### src/design/traffic_pkg.sv
package traffic_pkg;

    //////////////////////////////
    // address geometry
    //////////////////////////////

    // full burst address, 8 GB space
    localparam int ADDR_W         = 33;
    // port-select input width
    localparam int PORT_W         = 5;
    // widest stripe field, single beat with no port bits
    localparam int STRIPE_W       = 28;
    // 32-byte beats
    localparam int BEAT_BYTES_LOG = 5;
    localparam int DATA_W         = 256;
    // axi3 awlen / arlen field
    localparam int LEN_W          = 4;

    //////////////////////////////
    // random stride table
    //////////////////////////////

    localparam int TABLE_DEPTH    = 1024;
    localparam int TABLE_IDX_W    = 10;
    localparam int TABLE_VAL_W    = 20;
    // entry i = (i * mult + add) mod 2**TABLE_VAL_W
    localparam int STRIDE_MULT    = 613;
    localparam int STRIDE_ADD     = 97;
    // random pointer folds back once it passes this
    localparam int RAND_WRAP      = 1000;

    //////////////////////////////
    // responses
    //////////////////////////////

    localparam int COUNT_W        = 16;
    localparam logic [1:0] RESP_OKAY = 2'b00;

    // burst length minus one, as carried on awlen / arlen
    typedef enum logic [LEN_W-1:0] {
        BL1  = 4'd0,
        BL2  = 4'd1,
        BL4  = 4'd3,
        BL8  = 4'd7,
        BL16 = 4'd15
    } burst_len_e;

    // number of low port-select bits dropped from the address
    typedef enum logic [2:0] {
        IL_PORT5 = 3'd0,
        IL_PORT4 = 3'd1,
        IL_PORT3 = 3'd2,
        IL_PORT2 = 3'd3,
        IL_PORT1 = 3'd4,
        IL_NONE  = 3'd5
    } interleave_e;

endpackage
### src/design/resp_monitor.sv
`timescale 1ns/100ps

module resp_monitor
    import traffic_pkg::*;
(
    input  logic               aclk,
    input  logic               aresetn,
    input  logic               bvalid,
    input  logic [1:0]         bresp,
    input  logic               rvalid,
    input  logic [1:0]         rresp,
    output logic [COUNT_W-1:0] write_ok_count,
    output logic [COUNT_W-1:0] read_ok_count,
    output logic               resp_error
);

    logic b_okay;
    logic r_okay;
    logic any_err;

    // bready and rready high outside, valid alone is a beat
    assign b_okay  = bvalid && (bresp == RESP_OKAY);
    assign r_okay  = rvalid && (rresp == RESP_OKAY);
    assign any_err = (bvalid && (bresp != RESP_OKAY))
                  || (rvalid && (rresp != RESP_OKAY));

    //////////////////////////////
    // counters and error flag
    //////////////////////////////

    always_ff @(posedge aclk) begin
        if (!aresetn) begin
            write_ok_count <= '0;
            read_ok_count  <= '0;
            resp_error     <= 1'b0;
        end else begin
            if (b_okay) begin
                write_ok_count <= write_ok_count + 1'b1;
            end
            if (r_okay) begin
                read_ok_count <= read_ok_count + 1'b1;
            end
            // sticky until reset
            if (any_err) begin
                resp_error <= 1'b1;
            end
        end
    end

endmodule

### config.mk
export PLATFORM = sky130hd
export DESIGN_NAME = resp_monitor
export DESIGN_NICKNAME = d
export VERILOG_FILES = /design/src/design/traffic_pkg.sv /design/src/design/resp_monitor.sv
export SDC_FILE = /design/constraint.sdc
export NUM_CORES = 1
export LEC_CHECK = 0
export ABC_AREA = 1
export BUFFER_PORTS_ARGS = -buffer_cell sky130_fd_sc_hd__buf_2
export CAP_MARGIN = 20
export CORE_AREA = 4 4 76 78
export CTS_CLUSTER_SIZE = 12
export DETAILED_ROUTE_END_ITERATION = 10
export DIE_AREA = 0 0 80 82
export HOLD_SLACK_MARGIN = 0.02
export PLACE_DENSITY = 0.56
export SLEW_MARGIN = 20
export SYNTH_ARGS = -nofsm -noshare
export SYNTH_HDL_FRONTEND = slang
export SYNTH_SLANG_ARGS = --single-unit
### constraint.sdc
create_clock -name aclk -period 1.2 [get_ports aclk]
set_input_delay 0.06 -clock aclk [delete_from_list [all_inputs] [get_ports aclk]]
set_output_delay 0.06 -clock aclk [all_outputs]
set_load 0.02 [all_outputs]
* Word-level counts from Yosys, hierarchy flattened
Cells that the tools add are included.
Widths: inputs -> output; s select.
** Storage, ports and cells
- Register bits after elaboration :: 33
- Output and inout port bits :: 33
- Input port bits :: 8
- Logic and storage cells :: 14
** Operators by class
- Reductions and logical operators :: 9
- Add/sub/neg operators :: 2
** Operators by type and width (count)
- $add 16x1->16 const B :: 2
- $logic_and 1x1->1 :: 4
- $logic_not 2->1 :: 2
- $reduce_bool 2->1 :: 2
- $logic_or 1x1->1 :: 1

* Logic depth before layout (Yosys ltp)
Gate-level depths: netlist (run 1).
- Depth in word-level cells :: 3
- Mapped depth :: 8
- Depth with buffers taken out :: 8

* Worst setup path after synthesis (run 1)
Ideal clock, no wire load.
- Path kind :: register to register
- Start :: register read_ok_count[0]
- End :: register read_ok_count[14]
- Library setup time :: 0.113 ns
- Arrival :: 1.320 ns
- Period minus slack after synthesis :: 1.433 ns
- Data required time :: 1.087 ns
- Cell stages (with the launch flop) :: 9
- Path buffers :: 0
- Path slack :: -0.233 ns
- Cell sequence :: dfxtp_1 ha_1 nand3_1 nor2_2 nand3_1 nor2_1 nand2_1 nand2_1 nor2_1
** Between the ends
- Cells in the longest elaborated chain, start to end :: 1
** Ends and longest elaborated chain
- from (decl) :: RTL line resp_monitor.sv:13 : output logic [COUNT_W-1:0] read_ok_count,
- from (signal assigned) :: RTL line resp_monitor.sv:41 : read_ok_count <= read_ok_count + 1'b1;
- $add 16x1->16 :: RTL line resp_monitor.sv:41
Every way passes these cells.
A chain may end at the register's enable or synchronous reset.

* Worst setup path after layout (run 1)
- Start :: register read_ok_count[1]
- End :: register read_ok_count[14]
The elaborated chain is that of the path after synthesis.

==> metrics.md, run 1 <==
| Metric | Value |
|---|---|
| Status | complete, no violations |
| # DRC | 0 |
| WL final | 4.38 mm |
| CP required | 1.38 ns |
| TritonRoute pass-1 iters | 4 |
| Die Wd | 80 um |
| Iter 0 DRT Violations | 35 |
| Starting density of the core | 33.8% |
| Crit path cell chain | ha_4 -> nand3_4 -> nor2_4 -> nand3_2 -> nor2_2 -> nand2_1 -> nand2_1 -> nor2_1 |
| Fin util | 48.4% |
| CTS tree | yes |
| Crit end category | flop |
| Main combinational cell family by area after synthesis | simple AND/OR/NAND/NOR gates |
| Layout fillers | 546 |
| Min cycle time layout | 1.19 ns |
| Async S/R FF share, synth | 0% |
| Cell Area, Synth | 1720 sq um |
| Worst path most repeated cell | nand2_1 |
| Vias in the first global route | 1610 |
| FMAX | 0.842 GHz |
| I/O pin total | 41 |
| Worst-path clk slew | 0.07 ns |
| Core area | 5070 sq um |
| Syn Area/Cell | 7.15 sq um |
| Num rows | 26 |
| Slowest cell on the critical path | dfxtp_4 |
| Post-Synth Simple-Gate Area | 41.9% |
| Yosys top cell by area | dfxtp_1 |
| P_sw | 0.511 mW |
| Initial antenna violation count | 0 |
| Crit path DAT | 1.37 ns |
| Yosys warning count | 0 |
| Proportion of layout cells with a drive suffix above 1 | 43.7% |
| Die area | 6560 sq um |
| Cell count after synthesis | 240 |
| # diodes | 0 |
| Adder-cell area share of the yosys netlist | 1.46% |
| Endpoints failing hold | 0 |
| Final setup viols | 0 |
| Worst path max stage delay | 0.36 ns |
| Post-synthesis compound-gate area fraction | 9.04% |
| PortBufs | 40 |
| Post-synthesis mux area share | 0% |
| Leakage | 1.11 nW |
| Sw frac | 24.0% |
| Ranking of synthesized cells by area | dfxtp_1 38%, nand2_1 11%, nor2_1 9.6%, inv_1 5.0%, a21oi_1 3.5% |
| H-tree depth | 2 |
| Dominant synthesized flop cell | dfxtp_1 |
| Max-slew violation count | 0 |
| Detailed placement HPWL | 3.27 mm |
| Peak supply drop | 0.000477 V |
| Top cells by count, synth | 49 x nand2_1, 44 x nor2_1, 33 x dfxtp_1 |
| Via Count | 1724 |
| Vias per cell | 4.52 |
| RSZ-0062 raised after global routing | yes |
| Grt ovf | 0 |
| Power Density | 867 nW/um^2 |
| Clock power frac | 41.6% |
| CTS max path bufs | 2 |
| Hold Crit Class | in -> reg |
| Seq/Total Area, Yosys | 38.5% |
| Routed Antenna Nets | 0 |
| Internal | 1.62 mW |
| Skew final | 0.00592 ns |
| Final instance area | 2450 sq um |
| Synth top area share | 38.5% |
| Largest net degree at the start of global routing | 18 |
| Number of flops mapped to enable cells by yosys | 0 |
| Die height | 82 um |
| Layout net count | 320 |
| DP Area | 2210 sq um |
| Worst slew margin | 84.6% |
| Part of the power in registers | 52.3% |
| Startpoint types | flop |
| Maxcap violations | 0 |
| Final period util | 99.0% |
| CTS root buffer | clkbuf_8 |
| Crit path kind | reg -> reg |
| Drt wl/cell | 11.5 um |
| Syn nets | 250 |
| Total CTS buffers | 5 |
| Clk_lat worst skew | 0.29 ns |
| Critical path fanouts, max | 2 |
| First-pass GRT wire length | 7.25 mm |
| Area Overhead vs Synth | 43.0% |
| Combinational share of power | 6.1% |
| # clock sinks | 33 |
| Setup TNS | 0 ns |
| Top-count cell post-synth | nand2_1 |
| GP Congestion | 0.824 |
| Synth Area in XOR/XNOR | 2.55% |
| Yosys reg bits | 33 |
| Total global-route track usage | 14.1% |
| Netlist cell types | 28 |
| Worst-margin pin slew | 0.230 ns |
==> timing repair <==
item                                    4_1_cts  5_1_grt
endpoints found under the setup margin        6       19
gates resized for setup                       5       30
hold buffers                                  0        0
gates cloned                                  0        0
setup buffers                                 2        1
pin swaps                                     4       14
==> layout by cell type, fill, tap and decap left out, drive strengths merged <==
cell	count
o21a	2
a21o	1
nand2	55
ha	2
xnor2	1
nand3b	1
a21oi	12
buf	66
inv	25
nand4	9
o21ai	10
xor2	4
nor3	8
nor2	55
o21bai	1
dfxtp	33
clkinv	1
a211oi	2
nand3	15
clkbuf	8
==> registers in the layout (all words and copies together) (netlist names) <==
| register | count |
|---|---|
| write_ok_count | 16 |
| read_ok_count | 16 |
| resp_error | 1 |
==> final cells by class <==
class,instances,area [sq um],area share (%)
clock buffer,8,90.1,3.67
inverter,26,97.6,3.98
multi-input combinational,178,1090,44.3
sequential,33,692,28.2
tap,70,87.6,3.57
timing repair buffer,66,399,16.3
==> power by group through the flow <==
stage	Combinational (mW)	Sequential [mW]	Clock, mW
after floorplan	0.0574	1.15	0
after global placement	0.127	1.13	0
after detailed placement	0.128	1.13	0
after CTS	0.131	1.11	0.911
after global routing	0.145	1.11	0.958
final	0.131	1.11	0.886
==> layer usage <==
| metal | vias to the layer above | global-route usage [%] | part of all wire, % |
|---|---|---|---|
| met2 | 33 | 24.5 | 48 |
| met3 | 10 | 3.62 | 4.2 |
| met1 | 766 | 16.6 | 46 |
| met4 | 0 | 5.57 | 1.8 |
| li1 | 915 | - | - |
| met5 | - | 0 | 0 |
==> metrics by stage <==
stage                     hold slack, ns  total power, mW  std cells  setup slack (ns)
final                              0.118             2.13        381            0.0118
after global routing               0.164             2.22        381           -0.0910
after CTS                          0.110             2.15        380            0.0111
after detailed placement           0.411             1.26        370           -0.0169
after global placement             0.415             1.26        370          -0.00120
after floorplan                    0.282             1.21        240           -0.0354
==> final timing paths <==
| kind | startpoint | cells after the start | slack, ns | to |
|---|---|---|---|---|
| worst min-delay path | bresp[0] | 5 | 0.12 | resp_error |
| worst min register to register | read_ok_count[7] | 1 | 0.47 | read_ok_count[7] |
| worst max register to register | read_ok_count[1] | 8 | 0.01 | read_ok_count[14] |
| worst max-delay path | read_ok_count[1] | 8 | 0.01 | read_ok_count[14] |
==> cells by family after synthesis <==
family | after synthesis
xor+xnor | 5
fa+ha+maj | 2
flops | 33
buf+inv | 29
simple gates | 143
compound gates | 28
==> critical path: cells and delay by family (launching register included) <==
| family | cells | cell delay [ns] |
|---|---|---|
| simple gates | 7 | 0.58 |
| flops | 1 | 0.36 |
| fa+ha+maj | 1 | 0.14 |
Note: power is estimated with default switching activity, not from simulation.
==> run 2, diff against run 1 <==
--- a/config.mk
+++ b/config.mk
@@ -8,10 +8,10 @@
 export ABC_AREA = 1
 export BUFFER_PORTS_ARGS = -buffer_cell sky130_fd_sc_hd__buf_2
 export CAP_MARGIN = 20
-export CORE_AREA = 4 4 76 78
+export CORE_AREA = 2 2 74 76
 export CTS_CLUSTER_SIZE = 12
 export DETAILED_ROUTE_END_ITERATION = 10
-export DIE_AREA = 0 0 80 82
+export DIE_AREA = 0 0 76 78
 export HOLD_SLACK_MARGIN = 0.02
 export PLACE_DENSITY = 0.56
 export SLEW_MARGIN = 20
==> metrics.md, run 2 (same netlist as run 1, synthesis figures left out) <==
| Metric | Value |
|---|---|
| Status | complete, but fails checks |
| Violated checks | negative setup slack |
| Core area | 5040 sq um |
| Vias in the first global route | 1628 |
| Startpoint types | flop |
| RR Startpoint | read_ok_count[1] |
| Die height | 78 um |
| Area of the multi-input gates | 1040 sq um |
| Total global-route track usage | 15.3% |
| CTS Hold Buffers Added | 0 |
| # clock sinks | 33 |
| Hold wc startpoint | aresetn |
| Crit path kind | reg -> reg |
| Drt wl/cell | 11.5 um |
| CP required | 1.39 ns |
| H-tree depth | 2 |
| Routed Antenna Nets | 0 |
| # diodes | 0 |
| Worst slew margin | 84.6% |
| Peak supply drop | 0.000544 V |
| Skew final | 0.00515 ns |
| Most frequent cells in the layout | 47 x nand2_1, 40 x buf_2, 38 x nor2_1, 24 x buf_4, 22 x inv_1 |
| PortBufs | 40 |
| Top Metal Used | met4 |
| Via Count | 1718 |
| Largest net degree at the start of global routing | 18 |
| CP Capture Point | read_ok_count[14] |
| Iter 0 DRT Violations | 74 |
| Power Density | 861 nW/um^2 |
| Die area | 5930 sq um |
| Initial antenna violation count | 0 |
| Placement Setup Slack | -0.0215 ns |
| Critical path startpoint | read_ok_count[1] |
| Detailed placement HPWL | 3.18 mm |
| Proportion of layout cells with a drive suffix above 1 | 42.7% |
| Worst hold stages | 3 |
| Critical path fanouts, max | 2 |
| Final setup viols | 1 |
| CTS tree | yes |
| Slowest cell on the critical path | dfxtp_4 |
| Met1 WL | 2.00 mm |
| Starting density of the core | 34.0% |
| WL final | 4.34 mm |
| RSZ-0062 raised after global routing | yes |
| Worst path max stage delay | 0.36 ns |
| Worst reg2reg path depth | 8 |
| Max-slew violation count | 0 |
| CTS max path bufs | 2 |
| GP Congestion | 0.829 |
| Layout fillers | 505 |
| Num rows | 26 |
| Leakage | 1.09 nW |
| I/O pin total | 41 |
| R2r setup slk | -0.002 ns |
| Total CTS buffers | 5 |
| Layout net count | 318 |
| Register area | 701 sq um |
| Met2 wire length | 2.09 mm |
| Most common cell after layout, fill and taps aside | nand2_1 |
| Die Wd | 76 um |
| R2r endpoint | read_ok_count[14] |
| Worst-path clk slew | 0.07 ns |
| Hold Crit Class | in -> reg |
| CTS root buffer | clkbuf_8 |
| Top flop regs | read_ok_count x16, write_ok_count x16, resp_error x1 |
| # DRC | 0 |
| Vias per cell | 4.53 |
| Endpoints failing hold | 0 |
| First-pass GRT wire length | 7.29 mm |
| FMAX | 0.832 GHz |
| WL met3 | 228 um |
| TritonRoute pass-1 iters | 5 |
| Worst-margin pin slew | 0.229 ns |
| Clk_lat worst skew | 0.29 ns |
| Crit path cell chain | ha_4 -> nand3_2 -> nor2_4 -> nand3_2 -> nor2_2 -> nand2_1 -> nand2_1 -> nor2_1 |
| Min cycle time layout | 1.20 ns |
| Crit path DAT | 1.39 ns |
| Maxcap violations | 0 |
| Final period util | 100% |
| Final worst setup slack | -0.00166 ns |
| Area Overhead vs Synth | 39.3% |
| Crit end category | flop |
| Fin util | 47.4% |
| Grt ovf | 0 |
## run 2: cell type report
class	instances	share of cell area, %
multi-input cells	178	43.6
inverters	26	4.08
repair buffers	64	15.9
clock inverters	2	0.419
flip-flops and latches	33	29.3
well taps	70	3.66
clock buffers	6	3.04
## run 2: worst max-delay path: cells and delay by family, from the launching register on
family        cells  cell delay (ns)
simple gates      7             0.60
flops             1             0.36
fa+ha+maj         1             0.13
## run 2: power by group
part	internal [mW]	switching, mW	total [mW]
Sequential	1.10	0.0114	1.11
Combinational	0.0480	0.0803	0.128
Clock	0.402	0.421	0.823
## run 2: worst min path at each step
stage	slack [ns]	endpoint
3_3_place_gp	0.41	write_ok_count[0]
5_1_grt	0.16	write_ok_count[0]
6_report	0.11	write_ok_count[0]
3_5_place_dp	0.41	resp_error
2_1_floorplan	0.28	resp_error
4_1_cts	0.12	resp_error
## run 2: stage by stage
| step | area (sq um) | std cells | hold slack, ns | setup TNS (ns) | total power [mW] |
|---|---|---|---|---|---|
| after floorplan | 1760 | 240 | 0.282 | -0.0354 | 1.21 |
| after global placement | 2200 | 369 | 0.415 | -0.00266 | 1.26 |
| after detailed placement | 2200 | 369 | 0.414 | -0.0254 | 1.26 |
| after CTS | 2290 | 377 | 0.115 | 0 | 2.11 |
| after global routing | 2390 | 379 | 0.157 | -0.409 | 2.16 |
| final | 2390 | 379 | 0.109 | -0.00166 | 2.06 |
## run 2: what timing repair did
| action | 4_1_cts | 5_1_grt |
|---|---|---|
| resized for setup | 3 | 26 |
| setup buffers | 0 | 2 |
| endpoints found under the setup margin | 2 | 16 |
| pin swaps | 4 | 5 |
| hold endpoints to repair | 0 | 0 |
## run 2: metal layers
layer	vias up	global-route usage, %
li1	906	-
met1	775	17.7
met2	35	26.7
met3	2	4.19
met4	0	6.55
met5	-	0
==> run 3, diff against run 2 <==
--- a/config.mk
+++ b/config.mk
@@ -8,12 +8,13 @@
 export ABC_AREA = 1
 export BUFFER_PORTS_ARGS = -buffer_cell sky130_fd_sc_hd__buf_2
 export CAP_MARGIN = 20
-export CORE_AREA = 2 2 74 76
+export CORE_AREA = 2 2 77 72
+export CTS_BUF_LIST = sky130_fd_sc_hd__clkbuf_8
 export CTS_CLUSTER_SIZE = 12
 export DETAILED_ROUTE_END_ITERATION = 10
-export DIE_AREA = 0 0 76 78
+export DIE_AREA = 0 0 79 74
 export HOLD_SLACK_MARGIN = 0.02
-export PLACE_DENSITY = 0.56
+export PLACE_DENSITY = 0.57
 export SLEW_MARGIN = 20
 export SYNTH_ARGS = -nofsm -noshare
 export SYNTH_HDL_FRONTEND = slang
==> metrics.md, run 3 (same netlist as run 1, synthesis figures left out) <==
| Metric | Value |
|---|---|
| # DRC | 0 |
| Max-slew violation count | 0 |
| Largest net degree at the start of global routing | 18 |
| Crit path DAT | 1.40 ns |
| Total CTS buffers | 5 |
| Power Density | 832 nW/um^2 |
| I/O pin total | 41 |
| Internal | 1.54 mW |
| # clock sinks | 33 |
| Worst-margin pin slew | 0.345 ns |
| Peak supply drop | 0.000477 V |
| CTS max path bufs | 2 |
| Detailed placement HPWL | 3.31 mm |
| Hold wc startpoint | rresp[0] |
| Min cycle time layout | 1.17 ns |
| RR Startpoint | write_ok_count[1] |
| TritonRoute pass-1 iters | 4 |
| Slowest cell on the critical path | dfxtp_4 |
| Proportion of layout cells with a drive suffix above 1 | 44.9% |
| Critical path startpoint | write_ok_count[1] |
| CTS tree | yes |
| RSZ-0062 raised after global routing | yes |
| Critical path fanouts, max | 4 |
| Top flop regs | read_ok_count x16, write_ok_count x16, resp_error x1 |
| P_sw | 0.520 mW |
| WL final | 4.48 mm |
| Status | complete, no violations |
| Final instance area | 2480 sq um |
| CP required | 1.42 ns |
| Crit path cell chain | ha_4 -> nand2_4 -> nor2_4 -> nand4_1 -> nand2_1 -> nand2_1 -> nor2_1 |
| DP Area | 2240 sq um |
| Final worst setup slack | 0.0263 ns |
| Final setup viols | 0 |
| Core area | 5070 sq um |
| Grt ovf | 0 |
| CTS Hold Buffers Added | 0 |
| GP Congestion | 0.813 |
| Iter 0 DRT Violations | 74 |
| Post-placement cell count | 372 |
| Endpoints failing hold | 0 |
| H-tree depth | 2 |
| Worst path most repeated cell | nand2_1 |
| PortBufs | 40 |
| Crit path kind | reg -> reg |
| Clock power frac | 39.3% |
| Leakage | 1.14 nW |
| Worst-path clk slew | 0.07 ns |
| Startpoint types | flop |
| Area Overhead vs Synth | 44.3% |
| Worst slew margin | 76.7% |
| Vias per cell | 4.52 |
| Starting density of the core | 33.9% |
| Final period util | 97.8% |
| Num rows | 25 |
| Total global-route track usage | 15.7% |
| Most frequent cells in the layout | 45 x nand2_1, 40 x buf_2, 37 x nor2_1, 30 x buf_4, 22 x inv_1 |
| Non-filler cells, final | 383 |
| Routed Antenna Nets | 0 |
| # diodes | 0 |
| Drt wl/cell | 11.7 um |
| Initial antenna violation count | 0 |
| Hold Crit Class | in -> reg |
| Die height | 74 um |
| Worst path max stage delay | 0.38 ns |
| Setup TNS | 0 ns |
| Maxcap violations | 0 |
| Crit end category | flop |
| Skew final | 0.00391 ns |
| Part of the power in registers | 53.8% |
| Placement Setup Slack | -0.0417 ns |
| Most common cell after layout, fill and taps aside | nand2_1 |
| Clk_lat worst skew | 0.28 ns |
| Via Count | 1733 |
| Vias in the first global route | 1557 |
| Die area | 5850 sq um |
| Die Wd | 79 um |
| CTS root buffer | clkbuf_8 |
| Combinational share of power | 7.0% |
| First-pass GRT wire length | 7.13 mm |
| FMAX | 0.852 GHz |
| Layout net count | 325 |
| Sw frac | 25.2% |
==> run 3: cell count changes in the layout (fill, tap and decap cells not counted), moves of 2 or more <==
cell	change
clkinv_1	+2
buf_4	+6
nand2_1	-2
a21oi_1	-2
==> run 3: metrics by stage <==
step | power (mW) | utilization, % | hold slack, ns
finish | 2.06 | 48.9 | 0.149
global route | 2.14 | 48.9 | 0.224
CTS | 2.09 | 46.3 | 0.136
detailed placement | 1.27 | 44.3 | 0.430
global placement | 1.27 | 44.3 | 0.427
floorplan | 1.21 | - | 0.282
==> run 3: power by group through the flow <==
| stage | Sequential [mW] | Combinational [mW] | Clock (mW) |
|---|---|---|---|
| finish | 1.11 | 0.143 | 0.809 |
| global route | 1.11 | 0.158 | 0.877 |
| CTS | 1.11 | 0.138 | 0.842 |
| detailed placement | 1.14 | 0.137 | 0 |
| global placement | 1.13 | 0.137 | 0 |
| floorplan | 1.15 | 0.0574 | 0 |
==> run 3: layout make-up <==
type | count | area [sq um]
multi-input cells | 178 | 1080
well taps | 67 | 83.8
fillers | 540 | 2590
clock inverters | 3 | 12.5
inverters | 26 | 97.6
repair buffers | 71 | 437
flip-flops and latches | 33 | 699
clock buffers | 5 | 68.8
==> run 3: worst max-delay path: cells and delay by family, from the launching register on <==
kind	cells	cell delay, ns
fa+ha+maj	1	0.16
simple gates	6	0.57
flops	1	0.38
==> run 3: worst paths after layout <==
check	cells after the start	to	slack (ns)
setup / recovery	7	write_ok_count[12]	0.03
hold reg to reg	1	read_ok_count[7]	0.46
setup reg to reg	7	write_ok_count[12]	0.03
hold / removal	5	resp_error	0.15
==> run 3: routing by layer <==
metal | wire (um) | vias up | track usage (%)
li1 | - | 931 | -
met5 | 0 | - | 0
met2 | 2050 | 23 | 24.3
met1 | 2270 | 774 | 22.1
met3 | 108 | 5 | 2.79
met4 | 51 | 0 | 6.32
==> run 3: timing repair <==
action | 4_1_cts | 5_1_grt
pin swaps | 4 | 7
endpoints found under the setup margin | 5 | 18
setup buffers | 1 | 2
resized for setup | 3 | 34
